--- src/rtl/rst_pkg.sv ---
// Reset manager shared types: duration width, FSM states and reset cause encoding
package rst_pkg;

  // Width of duration requests and hold counters
  localparam int DUR_W = 16;

  // Source of the most recent accepted reset trigger
  typedef enum logic [1:0] {
    CAUSE_NONE = 2'd0,
    CAUSE_SW   = 2'd1,
    CAUSE_WDT  = 2'd2,
    CAUSE_BOTH = 2'd3
  } rst_cause_e;

  // Core reset pulse timer
  typedef enum logic {
    T_IDLE = 1'b0,
    T_HOLD = 1'b1
  } timer_state_e;

  // Domain release sequencer
  typedef enum logic [1:0] {
    S_IDLE    = 2'd0,
    S_HOLD    = 2'd1,
    S_RELEASE = 2'd2
  } seq_state_e;

endpackage

--- src/rtl/rst_duration_clamp.sv ---
// Duration clamp: registers the requested reset duration bounded to the allowed range
`timescale 1ns/100ps

module rst_duration_clamp
  import rst_pkg::*;
#(
  parameter int MIN_DURATION = 4,
  parameter int MAX_DURATION = 40
) (
  input  logic             clk,
  input  logic             rst_n,
  input  logic [DUR_W-1:0] duration_req,
  output logic [DUR_W-1:0] clamped_duration
);

  localparam logic [DUR_W-1:0] MIN_D = DUR_W'(MIN_DURATION);
  localparam logic [DUR_W-1:0] MAX_D = DUR_W'(MAX_DURATION);

  // Reset value keeps the timer away from a zero-length pulse
  always_ff @(posedge clk or negedge rst_n) begin
    if (!rst_n) begin
      clamped_duration <= MIN_D;
    end else if (duration_req < MIN_D) begin
      clamped_duration <= MIN_D;
    end else if (duration_req > MAX_D) begin
      clamped_duration <= MAX_D;
    end else begin
      clamped_duration <= duration_req;
    end
  end

endmodule

--- src/rtl/rst_manager_top.sv ---
// Reset manager top: trigger arbitration, duration clamp, core pulse and domain release
`timescale 1ns/100ps

module rst_manager_top
  import rst_pkg::*;
#(
  parameter int MIN_DURATION = 4,
  parameter int MAX_DURATION = 40,
  parameter int NUM_DOMAINS  = 3,
  parameter int RELEASE_GAP  = 2
) (
  input  logic                   clk,
  input  logic                   rst_n,
  input  logic                   sw_trigger,
  input  logic                   wdt_expire,
  input  logic [DUR_W-1:0]       duration_req,
  output logic [NUM_DOMAINS-1:0] domain_rst_n,
  output logic                   busy,
  output rst_cause_e             last_cause
);

  logic [DUR_W-1:0] clamped_duration;
  logic             start;
  logic             core_rst;

  rst_duration_clamp #(
    .MIN_DURATION (MIN_DURATION),
    .MAX_DURATION (MAX_DURATION)
  ) u_clamp (
    .clk              (clk),
    .rst_n            (rst_n),
    .duration_req     (duration_req),
    .clamped_duration (clamped_duration)
  );

  rst_trigger_arbiter u_arbiter (
    .clk        (clk),
    .rst_n      (rst_n),
    .sw_trigger (sw_trigger),
    .wdt_expire (wdt_expire),
    .busy       (busy),
    .start      (start),
    .last_cause (last_cause)
  );

  rst_pulse_timer u_timer (
    .clk              (clk),
    .rst_n            (rst_n),
    .start            (start),
    .clamped_duration (clamped_duration),
    .core_rst         (core_rst)
  );

  rst_release_sequencer #(
    .NUM_DOMAINS (NUM_DOMAINS),
    .RELEASE_GAP (RELEASE_GAP)
  ) u_sequencer (
    .clk          (clk),
    .rst_n        (rst_n),
    .core_rst     (core_rst),
    .domain_rst_n (domain_rst_n),
    .busy         (busy)
  );

endmodule

--- src/rtl/rst_pulse_timer.sv ---
// Reset pulse timer: holds core reset for the duration latched at start
`timescale 1ns/100ps

module rst_pulse_timer
  import rst_pkg::*;
(
  input  logic             clk,
  input  logic             rst_n,
  input  logic             start,
  input  logic [DUR_W-1:0] clamped_duration,
  output logic             core_rst
);

  timer_state_e     state;
  logic [DUR_W-1:0] cnt;
  logic             last_cycle;

  // Count of one means this is the final held cycle
  assign last_cycle = (cnt <= DUR_W'(1));

  always_ff @(posedge clk or negedge rst_n) begin
    if (!rst_n) begin
      state    <= T_IDLE;
      cnt      <= '0;
      core_rst <= 1'b0;
    end else begin
      case (state)
        T_IDLE: begin
          if (start) begin
            state    <= T_HOLD;
            cnt      <= clamped_duration;
            core_rst <= 1'b1;
          end
        end

        T_HOLD: begin
          if (last_cycle) begin
            state    <= T_IDLE;
            cnt      <= '0;
            core_rst <= 1'b0;
          end else begin
            cnt <= cnt - DUR_W'(1);
          end
        end

        default: begin
          state    <= T_IDLE;
          core_rst <= 1'b0;
        end
      endcase
    end
  end

endmodule

--- src/rtl/rst_release_sequencer.sv ---
// Release sequencer: holds all domain resets, then releases them in order with a fixed gap
`timescale 1ns/100ps

module rst_release_sequencer
  import rst_pkg::*;
#(
  parameter int NUM_DOMAINS = 3,
  parameter int RELEASE_GAP = 2
) (
  input  logic                   clk,
  input  logic                   rst_n,
  input  logic                   core_rst,
  output logic [NUM_DOMAINS-1:0] domain_rst_n,
  output logic                   busy
);

  localparam int IDX_W = (NUM_DOMAINS > 1) ? $clog2(NUM_DOMAINS) : 1;
  localparam int GAP_W = (RELEASE_GAP > 1) ? $clog2(RELEASE_GAP + 1) : 1;

  localparam logic [IDX_W-1:0] LAST_IDX = IDX_W'(NUM_DOMAINS - 1);
  localparam logic [GAP_W-1:0] GAP_LOAD = GAP_W'(RELEASE_GAP - 1);

  seq_state_e             state, state_nxt;
  logic [IDX_W-1:0]       idx, idx_nxt;
  logic [GAP_W-1:0]       gap, gap_nxt;
  logic [NUM_DOMAINS-1:0] dom_nxt;
  logic                   rel_now;

  always_comb begin
    state_nxt = state;
    idx_nxt   = idx;
    gap_nxt   = gap;
    dom_nxt   = domain_rst_n;
    rel_now   = 1'b0;

    case (state)
      S_HOLD:    rel_now = ~core_rst;
      S_RELEASE: begin
        if (gap == '0) begin
          rel_now = 1'b1;
        end else begin
          gap_nxt = gap - GAP_W'(1);
        end
      end
      default:   rel_now = 1'b0;
    endcase

    if (rel_now) begin
      dom_nxt[idx] = 1'b1;
      if (idx == LAST_IDX) begin
        state_nxt = S_IDLE;
        idx_nxt   = '0;
      end else begin
        state_nxt = S_RELEASE;
        idx_nxt   = idx + IDX_W'(1);
        gap_nxt   = GAP_LOAD;
      end
    end

    // Core reset wins from any state
    if (core_rst) begin
      state_nxt = S_HOLD;
      dom_nxt   = '0;
      idx_nxt   = '0;
      gap_nxt   = '0;
    end
  end

  // Domains come out of reset held, so the first pass releases them
  always_ff @(posedge clk or negedge rst_n) begin
    if (!rst_n) begin
      state        <= S_RELEASE;
      idx          <= '0;
      gap          <= '0;
      domain_rst_n <= '0;
      busy         <= 1'b0;
    end else begin
      state        <= state_nxt;
      idx          <= idx_nxt;
      gap          <= gap_nxt;
      domain_rst_n <= dom_nxt;
      busy         <= (state_nxt != S_IDLE);
    end
  end

endmodule

--- src/rtl/rst_trigger_arbiter.sv ---
// Trigger arbiter: accepts software or watchdog triggers while idle and records the cause
`timescale 1ns/100ps

module rst_trigger_arbiter
  import rst_pkg::*;
(
  input  logic       clk,
  input  logic       rst_n,
  input  logic       sw_trigger,
  input  logic       wdt_expire,
  input  logic       busy,
  output logic       start,
  output rst_cause_e last_cause
);

  logic       start_q;
  logic       pending;
  logic       accept;
  rst_cause_e cause_nxt;

  // Start takes two cycles to show up as busy, so both stages block new triggers
  assign pending = start | start_q;
  assign accept  = (sw_trigger | wdt_expire) & ~busy & ~pending;

  always_comb begin
    case ({sw_trigger, wdt_expire})
      2'b11:   cause_nxt = CAUSE_BOTH;
      2'b10:   cause_nxt = CAUSE_SW;
      2'b01:   cause_nxt = CAUSE_WDT;
      default: cause_nxt = CAUSE_NONE;
    endcase
  end

  always_ff @(posedge clk or negedge rst_n) begin
    if (!rst_n) begin
      start      <= 1'b0;
      start_q    <= 1'b0;
      last_cause <= CAUSE_NONE;
    end else begin
      start   <= accept;
      start_q <= start;
      // Cause sticks until the next accepted trigger
      if (accept) begin
        last_cause <= cause_nxt;
      end
    end
  end

endmodule

--- config.mk ---
export PLATFORM = sky130hd
export DESIGN_NAME = rst_manager_top
export DESIGN_NICKNAME = d
export VERILOG_FILES = /design/src/rtl/rst_pkg.sv /design/src/rtl/rst_duration_clamp.sv /design/src/rtl/rst_manager_top.sv /design/src/rtl/rst_pulse_timer.sv /design/src/rtl/rst_release_sequencer.sv /design/src/rtl/rst_trigger_arbiter.sv
export SDC_FILE = /design/constraint.sdc
export NUM_CORES = 1
export LEC_CHECK = 0
export ABC_AREA = 1
export BUFFER_PORTS_ARGS = -buffer_cell sky130_fd_sc_hd__buf_4
export CAP_MARGIN = 10
export CORE_MARGIN = 1.5
export CORE_UTILIZATION = 45
export DETAILED_ROUTE_END_ITERATION = 8
export GPL_TIMING_DRIVEN = 0
export HOLD_SLACK_MARGIN = 0.06
export RECOVER_POWER = 50
export SLEW_MARGIN = 20
export SYNTH_ARGS = -nofsm -noshare
export SYNTH_HDL_FRONTEND = slang
export SYNTH_SLANG_ARGS = --single-unit
--- constraint.sdc ---
create_clock -name clk -period 2.1 [get_ports clk]
set_input_delay 0.21 -clock clk [delete_from_list [all_inputs] [get_ports clk]]
set_output_delay 0.21 -clock clk [all_outputs]
set_load 0.1 [all_outputs]
### Word-level counts from Yosys, hierarchy flattened

Cells that the tools add are included.
Widths: inputs -> output; s select.

| storage, ports and cells | value |
|---|---|
| bits in read-only memories | 0 |
| bits in writable memories | 0 |
| input bits | 20 |
| flip-flop bits (word level) | 48 |
| bits in latches | 0 |
| memories | 0 |
| logic and storage cells | 71 |
| output and inout port bits | 6 |

| operators by class | value |
|---|---|
| shift-type cells | 0 |
| order comparisons | 5 |
| bitwise operators | 9 |
| reductions and logical operators | 5 |
| eq/ne operators | 8 |
| multipliers | 0 |
| muxes and demuxes | 29 |
| $add $sub $neg | 3 |
| div/mod/pow operators | 0 |

Operators with widths:

| operator | count |
|---|---|
| $mux 16 | 4 |
| $pmux 16 s2 | 1 |
| $mux 2 | 11 |
| $gt 16x6->1 const B | 1 |
| $le 16x1->1 const B | 1 |
| $lt 16x3->1 const B | 1 |
| $sub 16x1->16 const B | 1 |
| $eq 2x2->1 const B | 4 |
| $mux 1 | 6 |
| $mux 3 | 2 |
| $pmux 1 s2 | 3 |
| $pmux 2 s3 | 1 |
| $eq 2x1->1 const B | 2 |
| $ne 2x2->1 const B | 2 |
| $not 1->1 | 4 |
| $reduce_bool 2->1 | 2 |
| $lt 2x3->1 const B | 1 |
| $or 3x3->3 | 1 |
| $add 2x1->2 const B | 1 |
| $and 1x1->1 | 2 |
| $demux 1 s2 | 1 |
| $ge 2x1->1 const B | 1 |
| $logic_not 2->1 | 1 |
| $or 1x1->1 | 2 |
| other kinds (3) | 3 |

### Longest topological paths before layout

| logic depth | value |
|---|---|
| depth in word-level cells | 7 |
| mapped depth | 9 |

### By module

A second synthesis with hierarchy kept.

| unflattened totals | value |
|---|---|
| cell total of the unflattened synthesis | 292 |
| area total of the unflattened synthesis | 2462.4 sq um |

Modules (own cells, without submodules):

| module | times used | cells an instance | area each (sq um) | sequential area each (sq um) |
|---|---|---|---|---|
| rst_pulse_timer | 1 | 164 | 1243.7 | 450.4 |
| rst_duration_clamp | 1 | 55 | 570.5 | 401.6 |
| rst_release_sequencer | 1 | 54 | 475.5 | 251.5 |
| rst_trigger_arbiter | 1 | 19 | 172.7 | 100.1 |

### Least setup slack after synthesis

OpenSTA, ideal clock, no wires.

| timing | value |
|---|---|
| path type | register -> register |
| from | register u_sequencer.busy |
| to | register u_arbiter.last_cause[0] |
| data arrival time | 1.390 ns |
| data required time | 1.978 ns |
| period minus slack after synthesis | 1.513 ns |
| setup slack | 0.587 ns |
| stages on the path, launching flop included | 5 |
| cells stage by stage | dfrtp_1 -> nor4_2 -> inv_1 -> nand2_1 -> nand2_1 |

| between the ends | value |
|---|---|
| longest elaborated chain between the ends | 3 |

Ends and longest elaborated chain:

| item | RTL line | text |
|---|---|---|
| start: declaration | rst_release_sequencer.sv:14 | `output logic busy` |
| start signal: assignment | rst_release_sequencer.sv:82 | `busy <= (state_nxt != S_IDLE);` |
| $not 1->1 | rst_trigger_arbiter.sv:23 | `assign accept = (sw_trigger \| wdt_expire) & ~busy & ~pending;` |
| $and 1x1->1 (2 in series) | rst_trigger_arbiter.sv:23 |  |
| via u_arbiter.accept | rst_trigger_arbiter.sv:18 | `logic accept;` |
| end signal: assignment | rst_trigger_arbiter.sv:44 | `last_cause <= cause_nxt;` |
| end: declaration | rst_trigger_arbiter.sv:13 | `output rst_cause_e last_cause` |

The timed path passes the listed nets, and every way through them passes these cells.
A chain may end at the register's enable or synchronous reset.

### Worst setup path in the final report

| timing | value |
|---|---|
| from | register u_timer.cnt[0] |
| to | register u_timer.cnt[3] |

| between the ends | value |
|---|---|
| longest elaborated chain between the ends | 3 |

Ends and longest elaborated chain:

| item | RTL line | text |
|---|---|---|
| start: declaration | rst_pulse_timer.sv:15 | `logic [DUR_W-1:0] cnt;` |
| start signal: assignment | rst_pulse_timer.sv:31 | `cnt <= clamped_duration;` |
| start signal: assignment | rst_pulse_timer.sv:42 | `cnt <= cnt - DUR_W'(1);` |
| $sub 16x1->16 or $le 16x1->1 (tied branches) | rst_pulse_timer.sv:42, rst_pulse_timer.sv:19 |  |
| $mux 16 (*) | rst_pulse_timer.sv:37 | `if (last_cycle) begin` |
| $pmux 16 s2 (*) | rst_pulse_timer.sv:27 | `case (state)` |

Mark *: on every way between the ends. The rest lies on a longest branch, timed or not.

==> flow_summary.yaml <==
critical_path:
  path_class: "flip-flop to flip-flop"
  critPathMaxStageDelay_ns: 0.41
  r2r_slack_ns: 0.46
  critPathArrivalTime_ns: 1.87
  start_kind: "flip-flop"
  reg2reg_depth: 9
  cp_max_fo: 9
  worstPathCellList: "inv_1 > ha_1 > o21ai_0 > nor2_2 > nand3_2 > nand2_4 > inv_6 > nand2_1 > a21oi_1"
  reg2reg_to: "u_timer.cnt[3]"
  end_kind: "flip-flop"
  critPathRequiredTime_ns: 2.32
  critPathLaunch: "u_timer.cnt[0]"
  slowest_stage: "dfrtp_1"
  crit_end: "u_timer.cnt[3]"
  r2r-start: "u_timer.cnt[0]"
finish:
  fin_nets: 327
  drive_above_1_share_pct: 21.1
  antenna_cells: 0
  fillers: 486
  area_growth_pct: 18.2
  finalCoreUtilization_pct: 54.8
detailed_routing:
  drc_errors: 0
  viasPerCell: 4.61
  num_vias: 1725
  routedWlPerCell_um: 11.2
  finalWirelength_um: 4180
  drt_first_pass_iters: 4
  drtIter0Drc: 61
  detail-route-antenna-nets: 0
clocking:
  cts.path.max_buffers: 2
  clock-root-buffer: "clkbuf_8"
  numClockSinks: 48
  clk_pin_slew_ns: 0.09
  htreeDepth: 2
  clkLatencyLatePin_ns: 0.30
  cts_tree: "built"
  cts_made_buffers: 5
run_status:
  run_status: "finished clean"
timing:
  rsz0062_at_grt: "no"
  report.final.slew_viol_count: 0
  clock.fmax_mhz: 608
  fin_crit_ns: 1.64
  final.period_utilization_pct: 78.3
  fin_setup_tns_ns: 0
  worst_pin_slew_ns: 1.13
  hold_viol: 0
  relSlewSlack_pct: 24.7
  setup_viol: 0
  finClkSkew_ns: 0.00698
floorplan:
  ioPinCount: 26
  initial_core_util_pct: 46.3
  rows: 26
  core_mm2: 0.00504
  die_area_mm2: 0.00563
  die_h_um: 75.1
  die_w_um: 75.1
flow_run:
  maxCapViolCount: 0
yosys:
  syn_area_mm2: 0.00234
  yosysTopAreaCellShare_pct: 49.3
  seq_area_frac_synth_pct: 51.5
  synthTopCellsByArea: "dfrtp_1 (49%), nand2_1 (11%), nor2_1 (4.2%)"
  ys_seq_elements: 48
  yosysTopAreaCell: "dfrtp_1"
  ys_types: 38
  syn_area_per_cell_um2: 8.95
  yosysWarnings: 0
  syn_inst: 261
placed_design:
  place_congestion: 0.766
  hpwl_um: 3060
  io_buffers: 25
power_and_ir_drop:
  p_leak_nw: 1.32
  max-vdd-ir-drop_v: 0.000424
  cellPowerDensity_mw_per_mm2: 1240
global_routing:
  grt_pass1_vias: 1601
  grt_pass1_wl_um: 7250
  grt_max_degree: 49
  grt.total_usage_pct: 17.1
  grt-ovfl-total: 0
  antenna_found_initial: 0
worst_hold_path:
  worst_hold_path_type: "input port to flip-flop"
report_power, final:
| group | total [W] | switching (W) | internal (W) |
|---|---|---|---|
| clock | 0.000671 | 0.000312 | 0.000359 |
| combinational | 0.00138 | 0.000890 | 0.000486 |
| sequential | 0.00139 | 0.000239 | 0.00115 |
area by class of cell:
type	count	area, um^2	share of cell area [%]
multi-input combinational	191	1040	37.5
clock buffer	5	68.8	2.49
inverter	29	114	4.12
timing repair buffer	26	195	7.07
sequential	48	1200	43.6
tap	70	87.6	3.17
clock inverter	3	46.3	1.68
buffer	2	10.0	0.362
flip-flops by register name, summed over array words and instances (netlist names):
register	cells
u_sequencer.idx	2
u_timer.cnt	16
u_sequencer.state	2
u_arbiter.last_cause	2
u_sequencer.busy	1
u_sequencer.domain_rst_n	3
u_arbiter.start_q	1
u_timer.state	1
u_clamp.clamped_duration	16
u_arbiter.start	1
u_sequencer.gap	2
u_timer.core_rst	1
worst max-delay path: cells and delay by family, from the launching register on:
family                     cells  cell delay (ns)
AOI/OAI and AO/OA              2             0.34
adders and majority gates      1             0.25
buffers and inverters          2             0.20
DFF                            1             0.41
and+or+nand+nor                4             0.37
synthesized netlist by cell type, drive strengths merged:
library cell and count:
a21oi 7, a22o 1, buf 1, clkbuf 1, clkinv 1, conb 1
dfrtp 46, dfstp 2, ha 4, inv 28, nand2 74, nand3 10
nand3b 2, nand4 6, nor2 35, nor3 4, nor4 3, o211ai 6
o21a 1, o21ai 15, o21bai 1, or2 4, xnor2 5, xor2 3
kinds of logic after synthesis:
family | after synthesis | share of synthesized area, %
adder cells (fa/ha/maj) | 4 | 2.14
buffers and inverters | 31 | 5.30
AND/OR/NAND/NOR | 138 | 29.7
XOR/XNOR | 8 | 3.00
flip-flops | 48 | 51.5
other | 1 | 0.161
AO/OA/AOI/OAI | 31 | 8.19
how the worst min path moves through the flow:
stage / startpoint / depth (start not counted) / slack [ns] / endpoint
after floorplan: rst_n / 0 / -0.09 / u_arbiter.last_cause[0]
after global placement: rst_n / 1 / 0.27 / u_timer.cnt[9]
after detailed placement: rst_n / 1 / 0.26 / u_timer.cnt[9]
after CTS: wdt_expire / 3 / 0.11 / u_arbiter.last_cause[1]
after global routing: duration_req[5] / 2 / 0.11 / u_clamp.clamped_duration[5]
final: wdt_expire / 3 / 0.12 / u_arbiter.last_cause[1]
layout by cell type (no fill, tap or decap), types with 2 or more instances in the layout:
| cell type | n |
|---|---|
| nand3_2 | 3 |
| nand2_1 | 68 |
| nor2_1 | 26 |
| o21ai_0 | 13 |
| nor4_1 | 2 |
| ha_1 | 4 |
| buf_4 | 23 |
| inv_1 | 25 |
| clkbuf_8 | 5 |
| nor3_1 | 3 |
| a21oi_1 | 7 |
| nand2_2 | 5 |
| nor2_2 | 6 |
| nand3_1 | 7 |
| nor2_4 | 2 |
| nand4_1 | 6 |
| dfrtp_1 | 46 |
| inv_6 | 2 |
| dfstp_2 | 2 |
| conb_1 | 10 |
| clkbuf_2 | 2 |
| xor2_1 | 3 |
| or2_1 | 4 |
| inv_2 | 2 |
| xnor2_1 | 5 |
| o211ai_1 | 5 |
per-layer routing:
layer | vias up | share of wire [%] | global-route usage [%]
li1 | 910 | - | -
met1 | 785 | 49 | 23.8
met2 | 28 | 47 | 26.7
met3 | 2 | 3.2 | 4.55
met4 | 0 | 0.53 | 4.24
met5 | - | 0 | 0
metrics by stage:
step           std cells  hold WS, ns  total power [W]  setup WS (ns)  area (um^2)
6_report             374        0.121          0.00343          0.456         2760
5_1_grt              374        0.109          0.00373          0.301         2760
4_1_cts              374        0.109          0.00349          0.428         2770
3_5_place_dp         365        0.263          0.00280          0.448         2650
3_3_place_gp         365        0.267          0.00277          0.475         2650
2_1_floorplan        270      -0.0856          0.00247          0.587         2370
repair_timing:
| item | 4_1_cts | 5_1_grt |
|---|---|---|
| hold buffers | 1 | 0 |
| buffers inserted | 0 | 0 |
| resized for setup | 0 | 0 |
| hold endpoints to repair | 46 | 0 |
(Power assumes the default switching activity.)
